<file path="src/eth_rx_defs.svh">
`ifndef ETH_RX_DEFS_SVH
`define ETH_RX_DEFS_SVH

// Frame delimiter and CRC constants
`define ETH_SFD         8'hD5           // Start frame delimiter after the preamble
`define CRC_SEED        32'hFFFF_FFFF   // CRC register preset
`define CRC_RESIDUE     32'hC704_DD7B   // Remainder of a good frame in MSB-first form

// Receive FIFO geometry
`define RX_FIFO_DEPTH   16              // Entries
`define RX_FIFO_AW      4               // Pointer width for the depth above

// APB register map (byte offsets)
`define REG_FRAMES      4'h0            // Frames received
`define REG_BAD         4'h4            // Frames with CRC, PHY error or short
`define REG_DROPS       4'h8            // Bytes lost on FIFO overflow
`define REG_CTRL        4'hC            // Bit 0 enable, bit 1 clear counters

`endif

</file>
<file path="src/eth_frame_pkg.sv">
`default_nettype none

package eth_frame_pkg;

    typedef logic [7:0]  eth_byte_t;    // One byte off the wire
    typedef logic [31:0] crc32_t;       // CRC register, reflected bit order

    // Receive MAC states
    typedef enum logic [1:0] {
        IDLE,                           // Hunting for the SFD
        FRAME,                          // Filling line and forwarding
        DRAIN                           // Closing byte plus status
    } rx_state_t;

endpackage

`default_nettype wire

</file>
<file path="src/eth_regs_pkg.sv">
`default_nettype none

package eth_regs_pkg;

    typedef logic [3:0]  apb_addr_t;    // Byte address inside the block
    typedef logic [31:0] reg_data_t;    // APB data bus
    typedef logic [15:0] stat_cnt_t;    // Saturating statistics counter

endpackage

`default_nettype wire

</file>
<file path="src/axis_byte_if.sv">
`timescale 1ns/1ps
`default_nettype none

interface axis_byte_if;
    import eth_frame_pkg::*;

    eth_byte_t tdata;                   // Frame byte
    logic      tvalid;                  // Byte moves this cycle, no ready
    logic      tlast;                   // Final byte of the frame
    logic      tuser;                   // Frame bad, valid with tlast only

    modport src  (output tdata, output tvalid, output tlast, output tuser);
    modport sink (input  tdata, input  tvalid, input  tlast, input  tuser);

endinterface

`default_nettype wire

</file>
<file path="src/crc32.sv">
`timescale 1ns/1ps
`default_nettype none

// Byte step of the Ethernet CRC-32, LSB of each byte first
module crc32 (
    input  wire eth_frame_pkg::crc32_t    crc_in,     // Register before the byte
    input  wire eth_frame_pkg::eth_byte_t data,       // Byte in wire order
    output eth_frame_pkg::crc32_t         crc_out     // Register after the byte
);
    import eth_frame_pkg::*;

    localparam crc32_t POLY = 32'hEDB8_8320;          // 04C11DB7 bit-reversed

    always_comb begin
        crc32_t c;

        c = crc_in;
        for (int i = 0; i < 8; i++) begin
            // Feedback bit is register LSB xor incoming data bit
            if (c[0] ^ data[i]) begin
                c = (c >> 1) ^ POLY;
            end else begin
                c = c >> 1;
            end
        end
        crc_out = c;
    end

endmodule

`default_nettype wire

</file>
<file path="src/rx_mac.sv">
`timescale 1ns/1ps
`default_nettype none
`include "eth_rx_defs.svh"

module rx_mac (
    input  wire logic                     clk,
    input  wire logic                     reset_n,
    input  wire eth_frame_pkg::eth_byte_t rx_data,      // Byte from the PHY interface
    input  wire logic                     rx_dv,        // Byte valid
    input  wire logic                     rx_er,        // PHY signalled an error
    input  wire logic                     rx_enable,    // Sampled only at the SFD
    axis_byte_if.src                      out,          // To the FIFO
    output logic                          frame_done,   // One pulse per frame
    output logic                          frame_bad     // Qualifies frame_done
);
    import eth_frame_pkg::*;

    rx_state_t       state_q;
    eth_byte_t [3:0] line_q;            // Hold-back line with the oldest byte in [3]
    eth_byte_t       stage_q;           // Byte that left the line and waits for its tlast
    logic [2:0]      cnt_q;             // Bytes after SFD saturating at 5
    logic            err_q;             // Sticky rx_er
    crc32_t          crc_q;
    crc32_t          crc_next;
    crc32_t          crc_msb;           // Register in residue bit order
    logic            take;              // Frame byte accepted this cycle
    logic            long_frame;        // stage_q holds a real byte

    crc32 u_crc (
        .crc_in  (crc_q),
        .data    (rx_data),
        .crc_out (crc_next)
    );

    assign take       = (state_q == FRAME) && rx_dv;
    assign long_frame = (cnt_q == 3'd5);
    assign crc_msb    = {<<{crc_q}};    // Reflected register back to MSB-first

    always_ff @(posedge clk) begin
        if (!reset_n) begin
            state_q <= IDLE;
            cnt_q   <= '0;
            err_q   <= 1'b0;
        end else begin
            case (state_q)
                IDLE: begin
                    // Enable gates only the start so a running frame completes
                    if (rx_dv && rx_enable && (rx_data == `ETH_SFD)) begin
                        state_q <= FRAME;
                        cnt_q   <= '0;
                        err_q   <= 1'b0;
                    end
                end
                FRAME: begin
                    if (rx_dv) begin
                        if (!long_frame) begin
                            cnt_q <= cnt_q + 3'd1;
                        end
                        err_q <= err_q | rx_er;
                    end else begin
                        state_q <= DRAIN;       // First idle cycle ends the frame
                    end
                end
                DRAIN:   state_q <= IDLE;
                default: state_q <= IDLE;
            endcase
        end
    end

    always_ff @(posedge clk) begin
        if (state_q == IDLE) begin
            crc_q <= `CRC_SEED;                 // Preset while hunting
        end else if (take) begin
            crc_q <= crc_next;                  // FCS bytes included
        end
        if (take) begin
            line_q <= {line_q[2:0], rx_data};
            if (cnt_q >= 3'd4) begin
                stage_q <= line_q[3];           // Oldest byte moves on once the line is full
            end
        end
    end

    // Bad on CRC mismatch, PHY error or too few bytes for an FCS
    assign frame_bad  = err_q || !long_frame || (crc_msb != `CRC_RESIDUE);
    assign frame_done = (state_q == DRAIN);

    // Staged byte goes out when the next one arrives or in DRAIN as the last
    assign out.tdata  = stage_q;
    assign out.tvalid = long_frame && (take || (state_q == DRAIN));
    assign out.tlast  = (state_q == DRAIN);
    assign out.tuser  = (state_q == DRAIN) && frame_bad;

    // Mid-frame bytes leave five takes after they entered the line
    a_hold_back: assert property (@(posedge clk) disable iff (!reset_n)
        out.tvalid && !out.tlast |-> $past(take, 5))
        else $error("byte forwarded before four newer bytes were held back");

    a_end_latency: assert property (@(posedge clk) disable iff (!reset_n)
        frame_done |-> out.tlast && $past(!rx_dv) && $past(rx_dv, 2))
        else $error("frame end not one cycle after rx_dv fell");

endmodule

`default_nettype wire

</file>
<file path="src/rx_fifo.sv">
`timescale 1ns/1ps
`default_nettype none
`include "eth_rx_defs.svh"

module rx_fifo (
    input  wire logic                clk,
    input  wire logic                reset_n,
    axis_byte_if.sink                in,            // From the MAC which cannot stall
    output eth_frame_pkg::eth_byte_t m_tdata,
    output logic                     m_tvalid,
    input  wire logic                m_tready,
    output logic                     m_tlast,
    output logic                     m_tuser,
    output logic                     overflow       // Byte dropped this cycle
);
    localparam logic [`RX_FIFO_AW:0] FILL_MAX = (`RX_FIFO_AW + 1)'(`RX_FIFO_DEPTH);

    logic [9:0]             mem_q [`RX_FIFO_DEPTH]; // {byte, last, user}
    logic [`RX_FIFO_AW-1:0] wr_ptr_q;
    logic [`RX_FIFO_AW-1:0] rd_ptr_q;
    logic [`RX_FIFO_AW:0]   fill_q;
    logic                   full;
    logic                   rd_en;
    logic                   wr_en;

    assign full     = (fill_q == FILL_MAX);
    assign rd_en    = m_tvalid && m_tready;
    assign wr_en    = in.tvalid && (!full || rd_en);    // Read frees a slot when full
    assign overflow = in.tvalid && full && !rd_en;
    assign m_tvalid = (fill_q != '0);
    assign {m_tdata, m_tlast, m_tuser} = mem_q[rd_ptr_q];

    always_ff @(posedge clk) begin
        if (wr_en) begin
            mem_q[wr_ptr_q] <= {in.tdata, in.tlast, in.tuser};
        end
    end

    always_ff @(posedge clk) begin
        if (!reset_n) begin
            wr_ptr_q <= '0;
            rd_ptr_q <= '0;
            fill_q   <= '0;
        end else begin
            if (wr_en) begin
                wr_ptr_q <= wr_ptr_q + 1'b1;            // Wraps at the depth
            end
            if (rd_en) begin
                rd_ptr_q <= rd_ptr_q + 1'b1;
            end
            case ({wr_en, rd_en})
                2'b10:   fill_q <= fill_q + 1'b1;
                2'b01:   fill_q <= fill_q - 1'b1;
                default: fill_q <= fill_q;              // Both or neither
            endcase
        end
    end

    a_no_read_empty: assert property (@(posedge clk) disable iff (!reset_n)
        rd_en |-> (rd_ptr_q != wr_ptr_q) || full)
        else $error("FIFO read while the pointers show it empty");

    a_fill_bound: assert property (@(posedge clk) disable iff (!reset_n)
        (fill_q <= FILL_MAX) && (fill_q[`RX_FIFO_AW-1:0] == wr_ptr_q - rd_ptr_q))
        else $error("FIFO fill count out of range or out of step with pointers");

endmodule

`default_nettype wire

</file>
<file path="src/rx_stats_apb.sv">
`timescale 1ns/1ps
`default_nettype none
`include "eth_rx_defs.svh"

module rx_stats_apb (
    input  wire logic                    clk,
    input  wire logic                    reset_n,
    input  wire logic                    psel,
    input  wire logic                    penable,
    input  wire logic                    pwrite,
    input  wire eth_regs_pkg::apb_addr_t paddr,
    input  wire eth_regs_pkg::reg_data_t pwdata,
    output eth_regs_pkg::reg_data_t      prdata,
    output logic                         pready,     // No wait states
    input  wire logic                    frame_done,
    input  wire logic                    frame_bad,
    input  wire logic                    overflow,
    output logic                         rx_enable
);
    import eth_regs_pkg::*;

    stat_cnt_t frames_q;
    stat_cnt_t bad_q;
    stat_cnt_t drops_q;
    logic      wr_ctrl;                 // Access phase write to REG_CTRL
    logic      clear;

    // Count up unless already at all ones
    function automatic stat_cnt_t sat_inc(input stat_cnt_t cnt, input logic ev);
        return (ev && (cnt != '1)) ? cnt + 1'b1 : cnt;
    endfunction

    assign pready  = 1'b1;
    assign wr_ctrl = psel && penable && pwrite && (paddr == `REG_CTRL);
    assign clear   = wr_ctrl && pwdata[1];  // Wins over a same-cycle event

    always_ff @(posedge clk) begin
        if (!reset_n) begin
            frames_q  <= '0;
            bad_q     <= '0;
            drops_q   <= '0;
            rx_enable <= 1'b1;          // Receiving out of reset
        end else begin
            if (clear) begin
                frames_q <= '0;
                bad_q    <= '0;
                drops_q  <= '0;
            end else begin
                frames_q <= sat_inc(frames_q, frame_done);
                bad_q    <= sat_inc(bad_q, frame_done && frame_bad);
                drops_q  <= sat_inc(drops_q, overflow);
            end
            if (wr_ctrl) begin
                rx_enable <= pwdata[0];
            end
        end
    end

    // Counters read zero-extended, writes to them fall through
    always_comb begin
        case (paddr)
            `REG_FRAMES: prdata = reg_data_t'(frames_q);
            `REG_BAD:    prdata = reg_data_t'(bad_q);
            `REG_DROPS:  prdata = reg_data_t'(drops_q);
            `REG_CTRL:   prdata = reg_data_t'(rx_enable);
            default:     prdata = '0;
        endcase
    end

    a_apb_phases: assert property (@(posedge clk) disable iff (!reset_n)
        penable |-> psel && $past(psel))
        else $error("APB access phase without select or setup");

endmodule

`default_nettype wire

</file>
<file path="src/eth_rx_top.sv">
`timescale 1ns/1ps
`default_nettype none

module eth_rx_top (
    input  wire logic                     clk,
    input  wire logic                     reset_n,
    input  wire eth_frame_pkg::eth_byte_t rx_data,     // PHY side
    input  wire logic                     rx_dv,
    input  wire logic                     rx_er,
    output eth_frame_pkg::eth_byte_t      m_tdata,     // Output stream
    output logic                          m_tvalid,
    input  wire logic                     m_tready,
    output logic                          m_tlast,
    output logic                          m_tuser,
    input  wire logic                     psel,        // Register port
    input  wire logic                     penable,
    input  wire logic                     pwrite,
    input  wire eth_regs_pkg::apb_addr_t  paddr,
    input  wire eth_regs_pkg::reg_data_t  pwdata,
    output eth_regs_pkg::reg_data_t       prdata,
    output logic                          pready
);
    logic frame_done;
    logic frame_bad;
    logic overflow;
    logic rx_enable;

    axis_byte_if rx_bus ();             // MAC to FIFO

    rx_mac u_mac (
        .clk        (clk),
        .reset_n    (reset_n),
        .rx_data    (rx_data),
        .rx_dv      (rx_dv),
        .rx_er      (rx_er),
        .rx_enable  (rx_enable),
        .out        (rx_bus.src),
        .frame_done (frame_done),
        .frame_bad  (frame_bad)
    );

    rx_fifo u_fifo (
        .clk      (clk),
        .reset_n  (reset_n),
        .in       (rx_bus.sink),
        .m_tdata  (m_tdata),
        .m_tvalid (m_tvalid),
        .m_tready (m_tready),
        .m_tlast  (m_tlast),
        .m_tuser  (m_tuser),
        .overflow (overflow)
    );

    rx_stats_apb u_stats (
        .clk        (clk),
        .reset_n    (reset_n),
        .psel       (psel),
        .penable    (penable),
        .pwrite     (pwrite),
        .paddr      (paddr),
        .pwdata     (pwdata),
        .prdata     (prdata),
        .pready     (pready),
        .frame_done (frame_done),
        .frame_bad  (frame_bad),
        .overflow   (overflow),
        .rx_enable  (rx_enable)
    );

endmodule

`default_nettype wire

</file>
<file path="config.mk">
export PLATFORM = sky130hd
export DESIGN_NAME = eth_rx_top
export DESIGN_NICKNAME = d
export VERILOG_FILES = /design/src/eth_frame_pkg.sv /design/src/eth_regs_pkg.sv /design/src/axis_byte_if.sv /design/src/crc32.sv /design/src/rx_mac.sv /design/src/rx_fifo.sv /design/src/rx_stats_apb.sv /design/src/eth_rx_top.sv
export VERILOG_INCLUDE_DIRS = /design/src
export SDC_FILE = /design/constraint.sdc
export NUM_CORES = 1
export LEC_CHECK = 0
export BUFFER_PORTS_ARGS = -buffer_cell sky130_fd_sc_hd__buf_2
export CAP_MARGIN = 20
export CORE_MARGIN = 2
export CORE_UTILIZATION = 55
export CTS_CLUSTER_DIAMETER = 200
export DETAILED_ROUTE_END_ITERATION = 12
export HOLD_SLACK_MARGIN = 0.02
export PLACE_DENSITY_LB_ADDON = 0.25
export SYNTH_ARGS = -nofsm -noshare
export SYNTH_HDL_FRONTEND = slang
export SYNTH_HIERARCHICAL = 1
export SYNTH_SLANG_ARGS = --single-unit
</file>
<file path="constraint.sdc">
create_clock -name clk -period 3.4 [get_ports clk]
set_clock_uncertainty 0.15 [all_clocks]
set_input_delay 0.68 -clock clk [delete_from_list [all_inputs] [get_ports clk]]
set_output_delay 0.68 -clock clk [all_outputs]
set_load 0.1 [all_outputs]
</file>
### Word-level counts from Yosys, hierarchy flattened

Memories as Yosys holds them, arrays and structs flattened. A register that Yosys moved wholly into a read port is not among the register bits.
Cells that the tools add are included.

* reduce and logical (&&, ||, !) cells: 33
* add/subtract/negate cells: 8
* magnitude comparators: 1
* equality and inequality tests: 18
* bitwise gates (word level): 18
* mux-type cells: 24

Operators by type and width (count)
* $mux W32: 8
* $not A13 Y14: 8
* $pmux W16 S4: 1
* $add A16 B1 Y16 const B: 3
* $ne A16 B16 Y1 const B: 3
* $ne A32 B32 Y1 const B: 1
* $logic_and A1 B1 Y1: 16
* $pmux W5 S2: 1
* $mux W3: 3
* $add A4 B1 Y4 const B: 2
* $eq A4 B4 Y1 const B: 2
* $eq A8 B8 Y1 const B: 1
* $mux W4: 2
* $xor A1 B1 Y1: 8
* $ne A2 B2 Y1 const B: 3
* $pmux W3 S2: 1
* $add A5 B1 Y5 const B: 1
* $eq A5 B5 Y1 const B: 1
* $reduce_bool A5 Y1: 1
* $sub A5 B1 Y5 const B: 1
* $eq A2 B1 Y1 const B: 2
* $eq A2 B2 Y1 const B: 2
* $eq A4 B3 Y1 const B: 1
* $logic_not A4 Y1: 1
* 18 further kinds: 29

* register bits after elaboration: 140
* output and inout port bits: 44
* input bits: 52
* memories: 1
* memory bits (writable): 160
* word-level logic and storage cells: 119

Memory list
* u_fifo.mem_q: words 16, width 10, rd ports 1, clocked after memory_dff 1, write ports 1, RTL line rx_fifo.sv:18 `` logic [9:0] mem_q [`RX_FIFO_DEPTH]; ``

### Longest topological paths before layout

Gate-level depths: netlist of the first run.

* word-level depth: 16
* mapped depth: 13
* mapped depth without buffers: 12

### Hierarchy

Netlist of the first run, hierarchy kept.

Modules (own cells, without submodules)
* rx_fifo: area each 7020.5 um2, instances 1, cells each 337, seq. area each 5144.9 um2
* rx_stats_apb: area each 3004.1 um2, instances 1, cells each 372, seq. area each 980.9 um2
* rx_mac: area each 2738.9 um2, instances 1, cells each 232, seq. area each 1961.9 um2
* crc32: area each 983.4 um2, instances 1, cells each 66, seq. area each 0.0 um2

### Least setup slack after synthesis of the first run

No wires, ideal clock.

* path type: input-to-reg
* from: input rx_dv
* to: register u_stats.drops_q[11]
* arrival: 3.189 ns
* data required time: 3.180 ns
* stages on the path: 10
* path slack: -0.010 ns
* library setup time: 0.070 ns
* path buffers: 2
* cells stage by stage: nand2_1 -> clkbuf_1 -> a21oi_1 -> clkbuf_1 -> inv_1 -> nor3_1 -> and4_1 -> nand3_1 -> or4_1 -> a21oi_1

* word-level cells in the longest chain between the ends: 6

RTL lines
* from (decl): RTL line eth_rx_top.sv:8 `input wire logic rx_dv,`
* $logic_and A1 B1 Y1: RTL line rx_mac.sv:35 `assign take = (state_q == FRAME) && rx_dv;`
* $logic_or A1 B1 Y1: RTL line rx_mac.sv:90 `assign out.tvalid = long_frame && (take || (state_q == DRAIN));`
* $logic_and A1 B1 Y1: RTL line rx_mac.sv:90
* named net rx_bus.tvalid: RTL line axis_byte_if.sv:8 `logic tvalid;`
* $logic_and A1 B1 Y1 (2 in series): RTL line rx_fifo.sv:29 `assign overflow = in.tvalid && full && !rd_en;`
* named net overflow: RTL line eth_rx_top.sv:25 `logic overflow;`
* $logic_and A1 B1 Y1: RTL line rx_stats_apb.sv:30 `return (ev && (cnt != '1)) ? cnt + 1'b1 : cnt;`
* to (signal assigned): RTL line rx_stats_apb.sv:51 `drops_q <= sat_inc(drops_q, overflow);`
* to (decl): RTL line rx_stats_apb.sv:24 `stat_cnt_t drops_q;`

The timed path passes the listed nets, and every way through them passes these cells.
A chain may end at the register's enable or synchronous reset.

==> results of run 1 <==
## cell type report
| cell class | instances | area (µm²) |
|---|---|---|
| Fill cell | 1845 | 8980 |
| Sequential cell | 304 | 8090 |
| Multi-Input combinational cell | 626 | 5330 |
| Clock buffer | 32 | 757 |
| Timing Repair Buffer | 85 | 597 |
| Tap cell | 324 | 405 |
| Clock inverter | 21 | 196 |
| Inverter | 27 | 101 |
## state kept, by name, summed over array words and instances (netlist names), named ones only
register and cells:
u_fifo/mem_q 160, u_mac/crc_q 32, u_mac/line_q 32, u_stats/bad_q 16, u_stats/drops_q 16, u_stats/frames_q 16
u_mac/out.tdata 8, u_fifo/fill_q 5, u_fifo/rd_ptr_q 4, u_fifo/wr_ptr_q 4, u_mac/cnt_q 3, u_mac/state_q 2
u_mac/err_q 1, u_stats/rx_enable 1
## worst max-delay path, stage by stage, from the launching register on
cell	delay (ps)
dfxtp_4	430
buf_12	190
mux4_2	540
mux4_2	510
buf_4	260
## cell families (layout without fill, tap and decap cells)
kind of cell	count (synthesis)	after routing	synth area share, %
and+or+nand+nor	336	336	13.1
xor gates and xnor gates	73	73	7.60
buffers and inverters	92	165	3.19
AOI/OAI and AO/OA	121	121	6.69
other	2	17	0.0546
DFF	304	304	58.8
adders and majority gates	12	12	1.09
muxes	67	67	9.43
## how the worst min path moves through the flow
stage          cells after the start             start  slack (ps)                end
3_3_place_gp                       0   u_mac/line_q[5]         250   u_mac/line_q[13]
4_1_cts                            3         pwdata[0]         180  u_stats/rx_enable
5_1_grt                            3         pwdata[0]         220  u_stats/rx_enable
2_1_floorplan                      0   u_mac/line_q[2]         250   u_mac/line_q[10]
6_report                           3         pwdata[0]         200  u_stats/rx_enable
3_5_place_dp                       0  u_mac/line_q[13]         250   u_mac/line_q[21]
## metal layers
| layer | share of wire, % | wire length (µm) | up-vias |
|---|---|---|---|
| li1 | - | - | 3955 |
| met1 | 43 | 12000 | 4177 |
| met2 | 49 | 13800 | 239 |
| met3 | 5.9 | 1660 | 41 |
| met4 | 2.2 | 623 | 0 |
| met5 | 0 | 0 | - |
## placed cells by master (no fill, tap or decap), drive strengths merged, types with 11 or more instances in the layout
master	netlist	final
nor2	20	20
or4	11	11
nand2	115	115
nand3	53	53
inv	26	29
o31ai	16	16
conb	2	17
ha	12	12
o21a	13	13
nor4	13	13
mux2i	17	17
xor2	15	15
nor3	16	16
buf	30	85
and2	13	13
mux4	50	50
edfxtp	200	200
xnor3	18	18
a21oi	30	30
o21ai	14	14
clkbuf	35	32
xnor2	40	40
dfxtp	104	104
nand4	15	15
nand2b	16	16
a222oi	15	15
and3	18	18
## report_power, final
part,internal [mW],switching [mW]
registers,3.93,0.0642
logic,0.625,0.903
clock network,1.83,1.36
total,6.39,2.33
## cells in the mapped netlist (8+ instances only)
master / number
nand2_1: 114
ha_1: 12
xor2_1: 12
buf_4: 18
dfxtp_1: 104
a222oi_1: 15
mux4_2: 50
inv_1: 26
nand2b_1: 16
o21ai_0: 12
clkbuf_1: 35
nor4_1: 11
nand3_1: 53
o31ai_1: 15
a21oi_1: 29
and2_1: 13
or3_1: 8
buf_2: 9
edfxtp_1: 200
and4_1: 9
xnor2_1: 31
o21a_1: 12
nor3_1: 16
xnor3_1: 18
mux2i_1: 17
nand4_1: 15
and3_1: 18
nor2_1: 20
or4_1: 11
## per-stage QoR
stage,std cells,util [%],hold slack (ps)
floorplan,1022,-,250
global placement,1366,59.2,252
detailed placement,1366,59.2,255
CTS,1419,63.2,184
global route,1419,63.3,216
finish,1419,63.3,198
==> impl_metrics.json, run 1 <==
{
  "tns_ps": 0,
  "timing.rr.end": "u_stats/bad_q[12]",
  "max_freq_mhz": 302,
  "grt_pass1_vias": 8412,
  "cts_root_buffer": "clkbuf_16",
  "cts_buffers": 29,
  "rsz0062_at_grt": "yes",
  "antenna_found_initial": 0,
  "worstSkewPairLatency_ps": 540,
  "cts_setup_buffers": 0,
  "hpwl_um": 18400,
  "ys.warnings.count": 6,
  "design_area_um2": 15500,
  "min_period_over_period_pct": 97.4,
  "core_um2": 24500,
  "reg2regPathDepth": 8,
  "ys.flop_type": "edfxtp_1",
  "worstSetupEndpointType": "output port",
  "post_synth.cell_area_avg_um2": 13.7,
  "async_flop_share_pct": 0,
  "cts_resized": 10,
  "firstDrtPassIters": 6,
  "status": "complete, no violations",
  "hold_viol": 0,
  "hold_buffers": 0,
  "die-area_um2": 26300,
  "via_per_inst": 5.93,
  "yosys.cell_types.count": 76,
  "grt_first_pass_wirelength_um": 45900,
  "gr-max-usage-layer": "met2",
  "slew_headroom_pct": 50.7,
  "required_ps": 2570,
  "drt_iter0_markers": 801,
  "port_buffers": 48,
  "path_class": "flop to output port",
  "ys_seq_area_share_pct": 58.8,
  "placed_area_um2": 14500,
  "grt_usage_pct": 22.3,
  "die_h_um": 162,
  "drive_above_1_share_pct": 20.2,
  "die_w_um": 162,
  "cts_tree": "yes",
  "yosysTopAreaCell": "edfxtp_1",
  "syn_to_final_growth_pct": 12.6,
  "clkSinkCount": 304,
  "critPathMaxFanout": 15,
  "syn-cell-area_um2": 13700,
  "pre_cts_slack_ps": 316,
  "diodes": 0,
  "cp-start-kind": "flop",
  "rows": 57,
  "h-tree-depth": 1,
  "ios": 96,
  "fin_crit_ps": 3310,
  "cts.path.max_buffers": 3,
  "wl_um": 28100,
  "grt.overflow.total": 0,
  "antenna_left": 0,
  "fin_nets": 1137,
  "power_mw": 8.72,
  "drc": 0,
  "cap_violations": 0,
  "via_count": 8412,
  "ys_top_cells_by_area": "edfxtp_1 44%, dfxtp_1 15%, mux4_2 8.2%",
  "wl_per_cell_um": 19.8,
  "slew_violations": 0,
  "setup_viol": 0,
  "worstMarginPinSlew_ps": 740,
  "p_per_area_nw_per_um2": 563,
  "syn-instance-count": 1007,
  "grtUsageMet1_pct": 31.6,
  "p_leak_nw": 5.64,
  "reg2reg_from": "u_mac/crc_q[11]",
  "grt_use_met2_pct": 36.9,
  "critPathCapture": "m_tdata[2]",
  "place_congestion": 0.841,
  "arrival_ps": 2480,
  "use_met3_pct": 2.58,
  "yosysTopAreaCellShare_pct": 43.7,
  "ir_worst_vdd_uv": 553,
  "hold_path_class": "primary input to flop",
  "reg2reg_slack_ps": 430,
  "fin_ws_ps": 89.3,
  "synth_seq_cells": 304,
  "initial_utilization_pct": 56.2,
  "grt_max_degree": 35,
  "synth-edff-count": 200,
  "clk_pin_slew_ps": 70
}
No activity file was read; power rests on OpenSTA's default activity.
==> run 2: changes to the inputs <==
--- a/config.mk
+++ b/config.mk
@@ -9,12 +9,11 @@
 export BUFFER_PORTS_ARGS = -buffer_cell sky130_fd_sc_hd__buf_2
 export CAP_MARGIN = 20
 export CORE_MARGIN = 2
-export CORE_UTILIZATION = 55
+export CORE_UTILIZATION = 54
 export CTS_CLUSTER_DIAMETER = 200
 export DETAILED_ROUTE_END_ITERATION = 12
 export HOLD_SLACK_MARGIN = 0.02
 export PLACE_DENSITY_LB_ADDON = 0.25
 export SYNTH_ARGS = -nofsm -noshare
 export SYNTH_HDL_FRONTEND = slang
-export SYNTH_HIERARCHICAL = 1
 export SYNTH_SLANG_ARGS = --single-unit
==> run 2 against run 1 <==
  * First-iteration DRC count fell by 30%
  * Synthesized cell count shrank 4.1%
  * Die area fell by 1.6%
  * Core utilization shrank 0.51 points
  * Design area fell by 1.7%
  * Global-route usage fell by 1.2 points
  * Final cell count down 2.0%
  * Worst setup slack got worse by 18 ps
  * Register-to-register slack lost 170 ps
  * Critical path type unchanged
  * Largest cell class unchanged
  * Largest power group unchanged
==> impl_metrics.json, run 2 <==
{
  "place_congestion": 0.889,
  "core_um2": 24200,
  "clkSinkCount": 304,
  "dr_wl_met3_um": 1230,
  "cp-start-kind": "flop",
  "fin_nets": 1105,
  "cap_violations": 0,
  "met2WireLength_um": 13200,
  "cts_root_buffer": "clkbuf_16",
  "dr.max_layer_used": "met4",
  "largest_register": "u_fifo.mem_q",
  "rsz0062_at_grt": "no",
  "cts_setup_buffers": 0,
  "reg2reg_from": "u_fifo.fill_q[1]",
  "die_w_um": 161,
  "synth_compound_area_share_pct": 7.33,
  "hold_end": "u_stats.rx_enable",
  "cts_tree": "yes",
  "min_period_over_period_pct": 97.9,
  "yosysTopAreaCellShare_pct": 45.2,
  "grt_pass1_vias": 7784,
  "min_from": "pwdata[0]",
  "fin_crit_ps": 3330,
  "ys.flop_type": "edfxtp_1",
  "wl_per_cell_um": 19.3,
  "synth_fa_ha_area_share_pct": 1.13,
  "p_leak_nw": 5.35,
  "worstSkewPairLatency_ps": 560,
  "yosysTopAreaCell": "edfxtp_1",
  "syn-instance-count": 966,
  "layout_common_cells": "200 x edfxtp_1, 102 x dfxtp_1, 100 x nand2_1",
  "reg2regPathDepth": 8,
  "largest_reg_flops": 160,
  "max_freq_mhz": 300,
  "port_buffers": 48,
  "required_ps": 2570,
  "cts.path.max_buffers": 3,
  "multi_input_comb_area_um2": 4910,
  "fin_hold_ws_ps": 172,
  "ys.warnings.count": 0,
  "ys_top_cells_by_area": "edfxtp_1 45%, dfxtp_1 16%, mux4_2 8.5%",
  "p_per_area_nw_per_um2": 625,
  "ir_worst_vdd_uv": 734,
  "synthMuxAreaShare_pct": 9.54,
  "worstSetupEndpointType": "output port",
  "timing.rr.end": "u_fifo.fill_q[2]",
  "initial_utilization_pct": 54.7,
  "hold_buffers": 0,
  "cts_buffers": 31,
  "whs_path_depth": 3,
  "firstDrtPassIters": 5,
  "grt.overflow.total": 0,
  "async_flop_share_pct": 0,
  "synthSimpleGateAreaFrac_pct": 10.8,
  "synthXorXnorAreaFrac_pct": 7.49,
  "hpwl_um": 17600,
  "via_per_inst": 5.78,
  "synth_common_cells": "200 x edfxtp_1, 104 x dfxtp_1, 100 x nand2_1",
  "drive_above_1_share_pct": 20.7,
  "stdcell_count": 1390,
  "grt_max_degree": 66,
  "wl_met1_um": 11900,
  "antenna_left": 0,
  "clk_pin_slew_ps": 60,
  "rows": 57,
  "arrival_ps": 2500,
  "drt_iter0_markers": 558,
  "via_count": 8041,
  "slew_violations": 0,
  "status": "complete, no violations",
  "synth_seq_cells": 304,
  "hold_viol": 0,
  "post-place-cells": 1329,
  "yosysMostFrequentCell": "edfxtp_1",
  "die_h_um": 161,
  "post_synth.cell_area_avg_um2": 13.7,
  "synth_top_family_by_area": "simple AND/OR/NAND/NOR gates",
  "diodes": 0,
  "ios": 96,
  "reg2reg_slack_ps": 260,
  "setup_viol": 0,
  "largest_registers": "u_fifo.mem_q: 160 flops, u_mac.crc_q: 32 flops, u_mac.line_q: 32 flops",
  "die-area_um2": 25900,
  "tns_ps": 0,
  "ys_seq_area_share_pct": 60.9,
  "path_class": "flop to output port",
  "grt_usage_pct": 21.1,
  "layout_commonest_cell": "edfxtp_1",
  "critPathMaxFanout": 10,
  "syn_to_final_growth_pct": 14.6,
  "slew_headroom_pct": 44.5,
  "synth-edff-count": 200,
  "n_fill_cell": 1876,
  "grt_first_pass_wirelength_um": 43000,
  "antenna_found_initial": 0,
  "h-tree-depth": 1,
  "worstMarginPinSlew_ps": 830,
  "drc": 0,
  "regArea_um2": 8090,
  "yosys.cell_types.count": 66,
  "wl_um": 26800,
  "hold_path_class": "primary input to flop",
  "syn-cell-area_um2": 13300
}
[run 2: changes by cell type in the layout (fill, tap and decap cells not counted), moves of 28 or more]
cell / delta
o211ai_1: +37
nor2_1: +33
nand3_1: -32
xor2_1: +28
[run 2: area by class of cell]
cell class	instances	area share, %
Clock buffer	37	5.51
Clock inverter	21	1.71
Inverter	11	0.271
Multi-Input combinational cell	604	32.3
Sequential cell	304	53.2
Tap cell	324	2.66
Timing Repair Buffer	89	4.42
[run 2: critical path, stage by stage, from the launching register on]
cell	delay (ps)
dfxtp_4	460
buf_16	190
mux4_2	550
mux4_2	480
buf_4	250
[run 2: cells by family after synthesis]
family          after synthesis
flops                       304
fa+ha+maj                    12
simple gates                284
compound gates              129
mux                          64
buf+inv                      73
other cells                   2
xor+xnor                     98
[run 2: report_power, final]
group          switching, mW  internal (mW)
clock network           1.43           2.15
logic                   1.11          0.777
registers             0.0952           3.94
[run 2: per-stage QoR]
step | utilization, % | worst slack [ps] | cell area [µm²] | power (mW)
after floorplan | - | 80.3 | 13300 | 5.53
after global routing | 62.8 | 2.93 | 15200 | 9.86
after CTS | 62.6 | 27.4 | 15200 | 9.55
final | 62.8 | 71.5 | 15200 | 9.51
after detailed placement | 57.7 | 375 | 14000 | 5.82
after global placement | 57.7 | 476 | 14000 | 5.80
[run 2: routing by layer]
| metal | up-vias | GRT usage [%] |
|---|---|---|
| met5 | - | 0 |
| met4 | 0 | 4.30 |
| met3 | 40 | 3.00 |
| met2 | 200 | 35.6 |
| met1 | 3986 | 29.7 |
| li1 | 3815 | - |
[run 2: repair_timing]
item,CTS,global route
pin swaps,0,0
resized for setup,18,2
gates cloned,2,1
setup endpoints to repair,10,3
[run 2: worst max-delay path by stage]
stage	start	depth (start not counted)	end
floorplan	paddr[2]	4	prdata[1]
global placement	u_fifo.fill_q[1]	8	u_fifo.fill_q[2]
detailed placement	u_fifo.fill_q[1]	8	u_fifo.fill_q[2]
CTS	flop	4	m_tdata[6]
global route	flop	4	m_tdata[2]
finish	flop	4	m_tdata[2]
==> run 3: changes to the inputs <==
--- a/config.mk
+++ b/config.mk
@@ -6,10 +6,11 @@
 export SDC_FILE = /design/constraint.sdc
 export NUM_CORES = 1
 export LEC_CHECK = 0
+export ABC_AREA = 1
 export BUFFER_PORTS_ARGS = -buffer_cell sky130_fd_sc_hd__buf_2
 export CAP_MARGIN = 20
 export CORE_MARGIN = 2
-export CORE_UTILIZATION = 54
+export CORE_UTILIZATION = 55
 export CTS_CLUSTER_DIAMETER = 200
 export DETAILED_ROUTE_END_ITERATION = 12
 export HOLD_SLACK_MARGIN = 0.02
==> run 3 against run 2 <==
  * Critical path depth up 2
  * Largest cell class unchanged
  * Global-route usage is 1.8 points higher
  * Power rose by 1.8%
  * Design area grew 6.0%
  * Sequential power barely moved
  * Combinational power increased by 16%
  * Fmax rose by 3.2%
  * Critical endpoint is now m_tdata[6]
==> impl_metrics.json, run 3 <==
{
  "synthSimpleGateAreaFrac_pct": 13.8,
  "ys.warnings.count": 0,
  "ys.flop_type": "edfxtp_1",
  "hold_viol": 0,
  "place_congestion": 0.894,
  "layout_commonest_cell": "edfxtp_1",
  "hold_buffers": 0,
  "slew_headroom_pct": 52.0,
  "die_w_um": 164,
  "fin_nets": 1502,
  "grt_first_pass_wirelength_um": 48700,
  "rsz0062_at_grt": "no",
  "largest_register": "u_fifo.mem_q",
  "status": "complete, no violations",
  "cp-start-kind": "flop",
  "hpwl_um": 20000,
  "firstDrtPassIters": 5,
  "diodes": 0,
  "power_mw": 9.68,
  "synth_fa_ha_area_share_pct": 1.07,
  "syn-instance-count": 1377,
  "critPathMaxFanout": 29,
  "path_class": "flop to output port",
  "h-tree-depth": 1,
  "via_per_inst": 5.57,
  "yosysMostFrequentCell": "edfxtp_1",
  "wl_um": 30400,
  "synth_compound_area_share_pct": 12.3,
  "design_area_um2": 16100,
  "synthXorXnorAreaFrac_pct": 5.19,
  "grt_max_degree": 47,
  "dr.max_layer_used": "met5",
  "clkSinkCount": 304,
  "largest_registers": "u_fifo.mem_q: 160 flops, u_mac.crc_q: 32 flops, u_mac.line_q: 32 flops",
  "setup_viol": 0,
  "ys_top_cells_by_area": "edfxtp_1 43%, dfxtp_1 15%, nand2_1 4.7%",
  "cts_root_buffer": "clkbuf_16",
  "synth_top_family_by_area": "simple AND/OR/NAND/NOR gates",
  "async_flop_share_pct": 0,
  "ys_seq_area_share_pct": 57.7,
  "p_per_area_nw_per_um2": 600,
  "worstSetupEndpointType": "output port",
  "layout_common_cells": "200 x edfxtp_1, 174 x nand2_1, 159 x inv_1",
  "placed_area_um2": 15100,
  "die-area_um2": 26800,
  "n_fill_cell": 2011,
  "largest_reg_flops": 160,
  "core_um2": 25100,
  "cap_violations": 0,
  "worstMarginPinSlew_ps": 718,
  "tns_ps": 0,
  "worstSkewPairLatency_ps": 560,
  "rows": 58,
  "max_freq_mhz": 310,
  "cts.path.max_buffers": 3,
  "slew_violations": 0,
  "fin_crit_ps": 3230,
  "synth-edff-count": 200,
  "synth_seq_cells": 304,
  "wl_per_cell_um": 17.0,
  "required_ps": 2570,
  "synthMuxAreaShare_pct": 2.85,
  "syn_to_final_growth_pct": 15.0,
  "grt_pass1_vias": 9558,
  "grt_usage_pct": 22.9,
  "hold_path_class": "primary input to flop",
  "via_count": 9979,
  "dr_wl_met3_um": 1830,
  "met2WireLength_um": 14800,
  "drive_above_1_share_pct": 12.9,
  "min_period_over_period_pct": 94.9,
  "cts_buffers": 30,
  "synth_common_cells": "200 x edfxtp_1, 174 x nand2_1, 160 x inv_1",
  "p_leak_nw": 5.84,
  "grt.overflow.total": 0,
  "post_synth.cell_area_avg_um2": 10.2,
  "initial_utilization_pct": 55.9,
  "die_h_um": 164,
  "yosys.cell_types.count": 51,
  "fin_hold_ws_ps": 190,
  "syn-cell-area_um2": 14000,
  "wl_met1_um": 13000,
  "yosysTopAreaCellShare_pct": 42.8,
  "drc": 0,
  "regArea_um2": 8090,
  "multi_input_comb_area_um2": 5030,
  "cts_resized": 0,
  "arrival_ps": 2400,
  "drt_iter0_markers": 701,
  "ir_worst_vdd_uv": 635,
  "cts_setup_buffers": 0,
  "antenna_found_initial": 1,
  "antenna_left": 0,
  "port_buffers": 48,
  "yosysTopAreaCell": "edfxtp_1",
  "ios": 96,
  "clk_pin_slew_ps": 60,
  "cts_tree": "yes"
}
## run 3: cell count changes in the layout (fill, tap and decap cells not counted), moves of 16 or more
cell,previous run,this run
a21oi_1,20,115
a22oi_1,18,0
buf_12,0,28
buf_2,38,22
inv_1,10,159
mux2i_1,14,40
mux4_2,50,0
nand2_1,100,174
nand3_1,21,63
nor2_1,53,74
nor3_1,11,28
o21ai_0,6,90
xnor2_1,44,15
xor2_1,40,57
## run 3: kinds of logic after synthesis
| kind of cell | after synthesis |
|---|---|
| simple gates | 407 |
| other cells | 2 |
| compound gates | 298 |
| xor+xnor | 78 |
| fa+ha+maj | 12 |
| buf+inv | 236 |
| mux | 40 |
| flops | 304 |
## run 3: worst paths after layout
kind / from / to / slack, ps / cells past startpoint
setup / recovery: flop / m_tdata[6] / 170 / 6
hold / removal: rx_data[2] / u_mac.line_q[2] / 190 / 1
setup reg to reg: u_fifo.fill_q[0] / u_fifo.fill_q[4] / 1160 / 14
hold reg to reg: u_mac.line_q[30] / u_mac.out.tdata[6] / 260 / 0
## run 3: area by class of cell
type,count,area share (%)
Sequential cell,304,50.2
Timing Repair Buffer,79,5.53
Multi-Input combinational cell,852,31.2
Clock inverter,14,0.869
Inverter,171,3.98
Tap cell,330,2.56
Clock buffer,42,5.71
## run 3: per-stage QoR
step / worst slack, ps / instances / utilization (%)
6_report: 173 / 1792 / 64.3
5_1_grt: 16.6 / 1792 / 64.3
4_1_cts: 26.6 / 1792 / 64.2
3_5_place_dp: 385 / 1736 / 60.0
3_3_place_gp: 401 / 1736 / 60.0
2_1_floorplan: -468 / 1392 / -
## run 3: layer usage
| layer | track usage [%] | vias up |
|---|---|---|
| met1 | 30.5 | 4742 |
| met5 | 0 | - |
| met4 | 7.18 | 2 |
| li1 | - | 4880 |
| met2 | 38.7 | 289 |
| met3 | 3.59 | 66 |
## run 3: power breakdown
part           internal, mW  total, mW  switching, mW
clock network          2.06       3.48           1.42
registers              3.94       4.01         0.0776
logic                 0.707       2.19           1.48
total                  6.70       9.68           2.98
## run 3: worst max-delay path, stage by stage (launching register included)
cell and delay [ps]:
dfxtp_4 600, buf_4 360, mux2i_1 220, o21ai_0 90
o211ai_1 220, nand2_1 140, buf_12 190
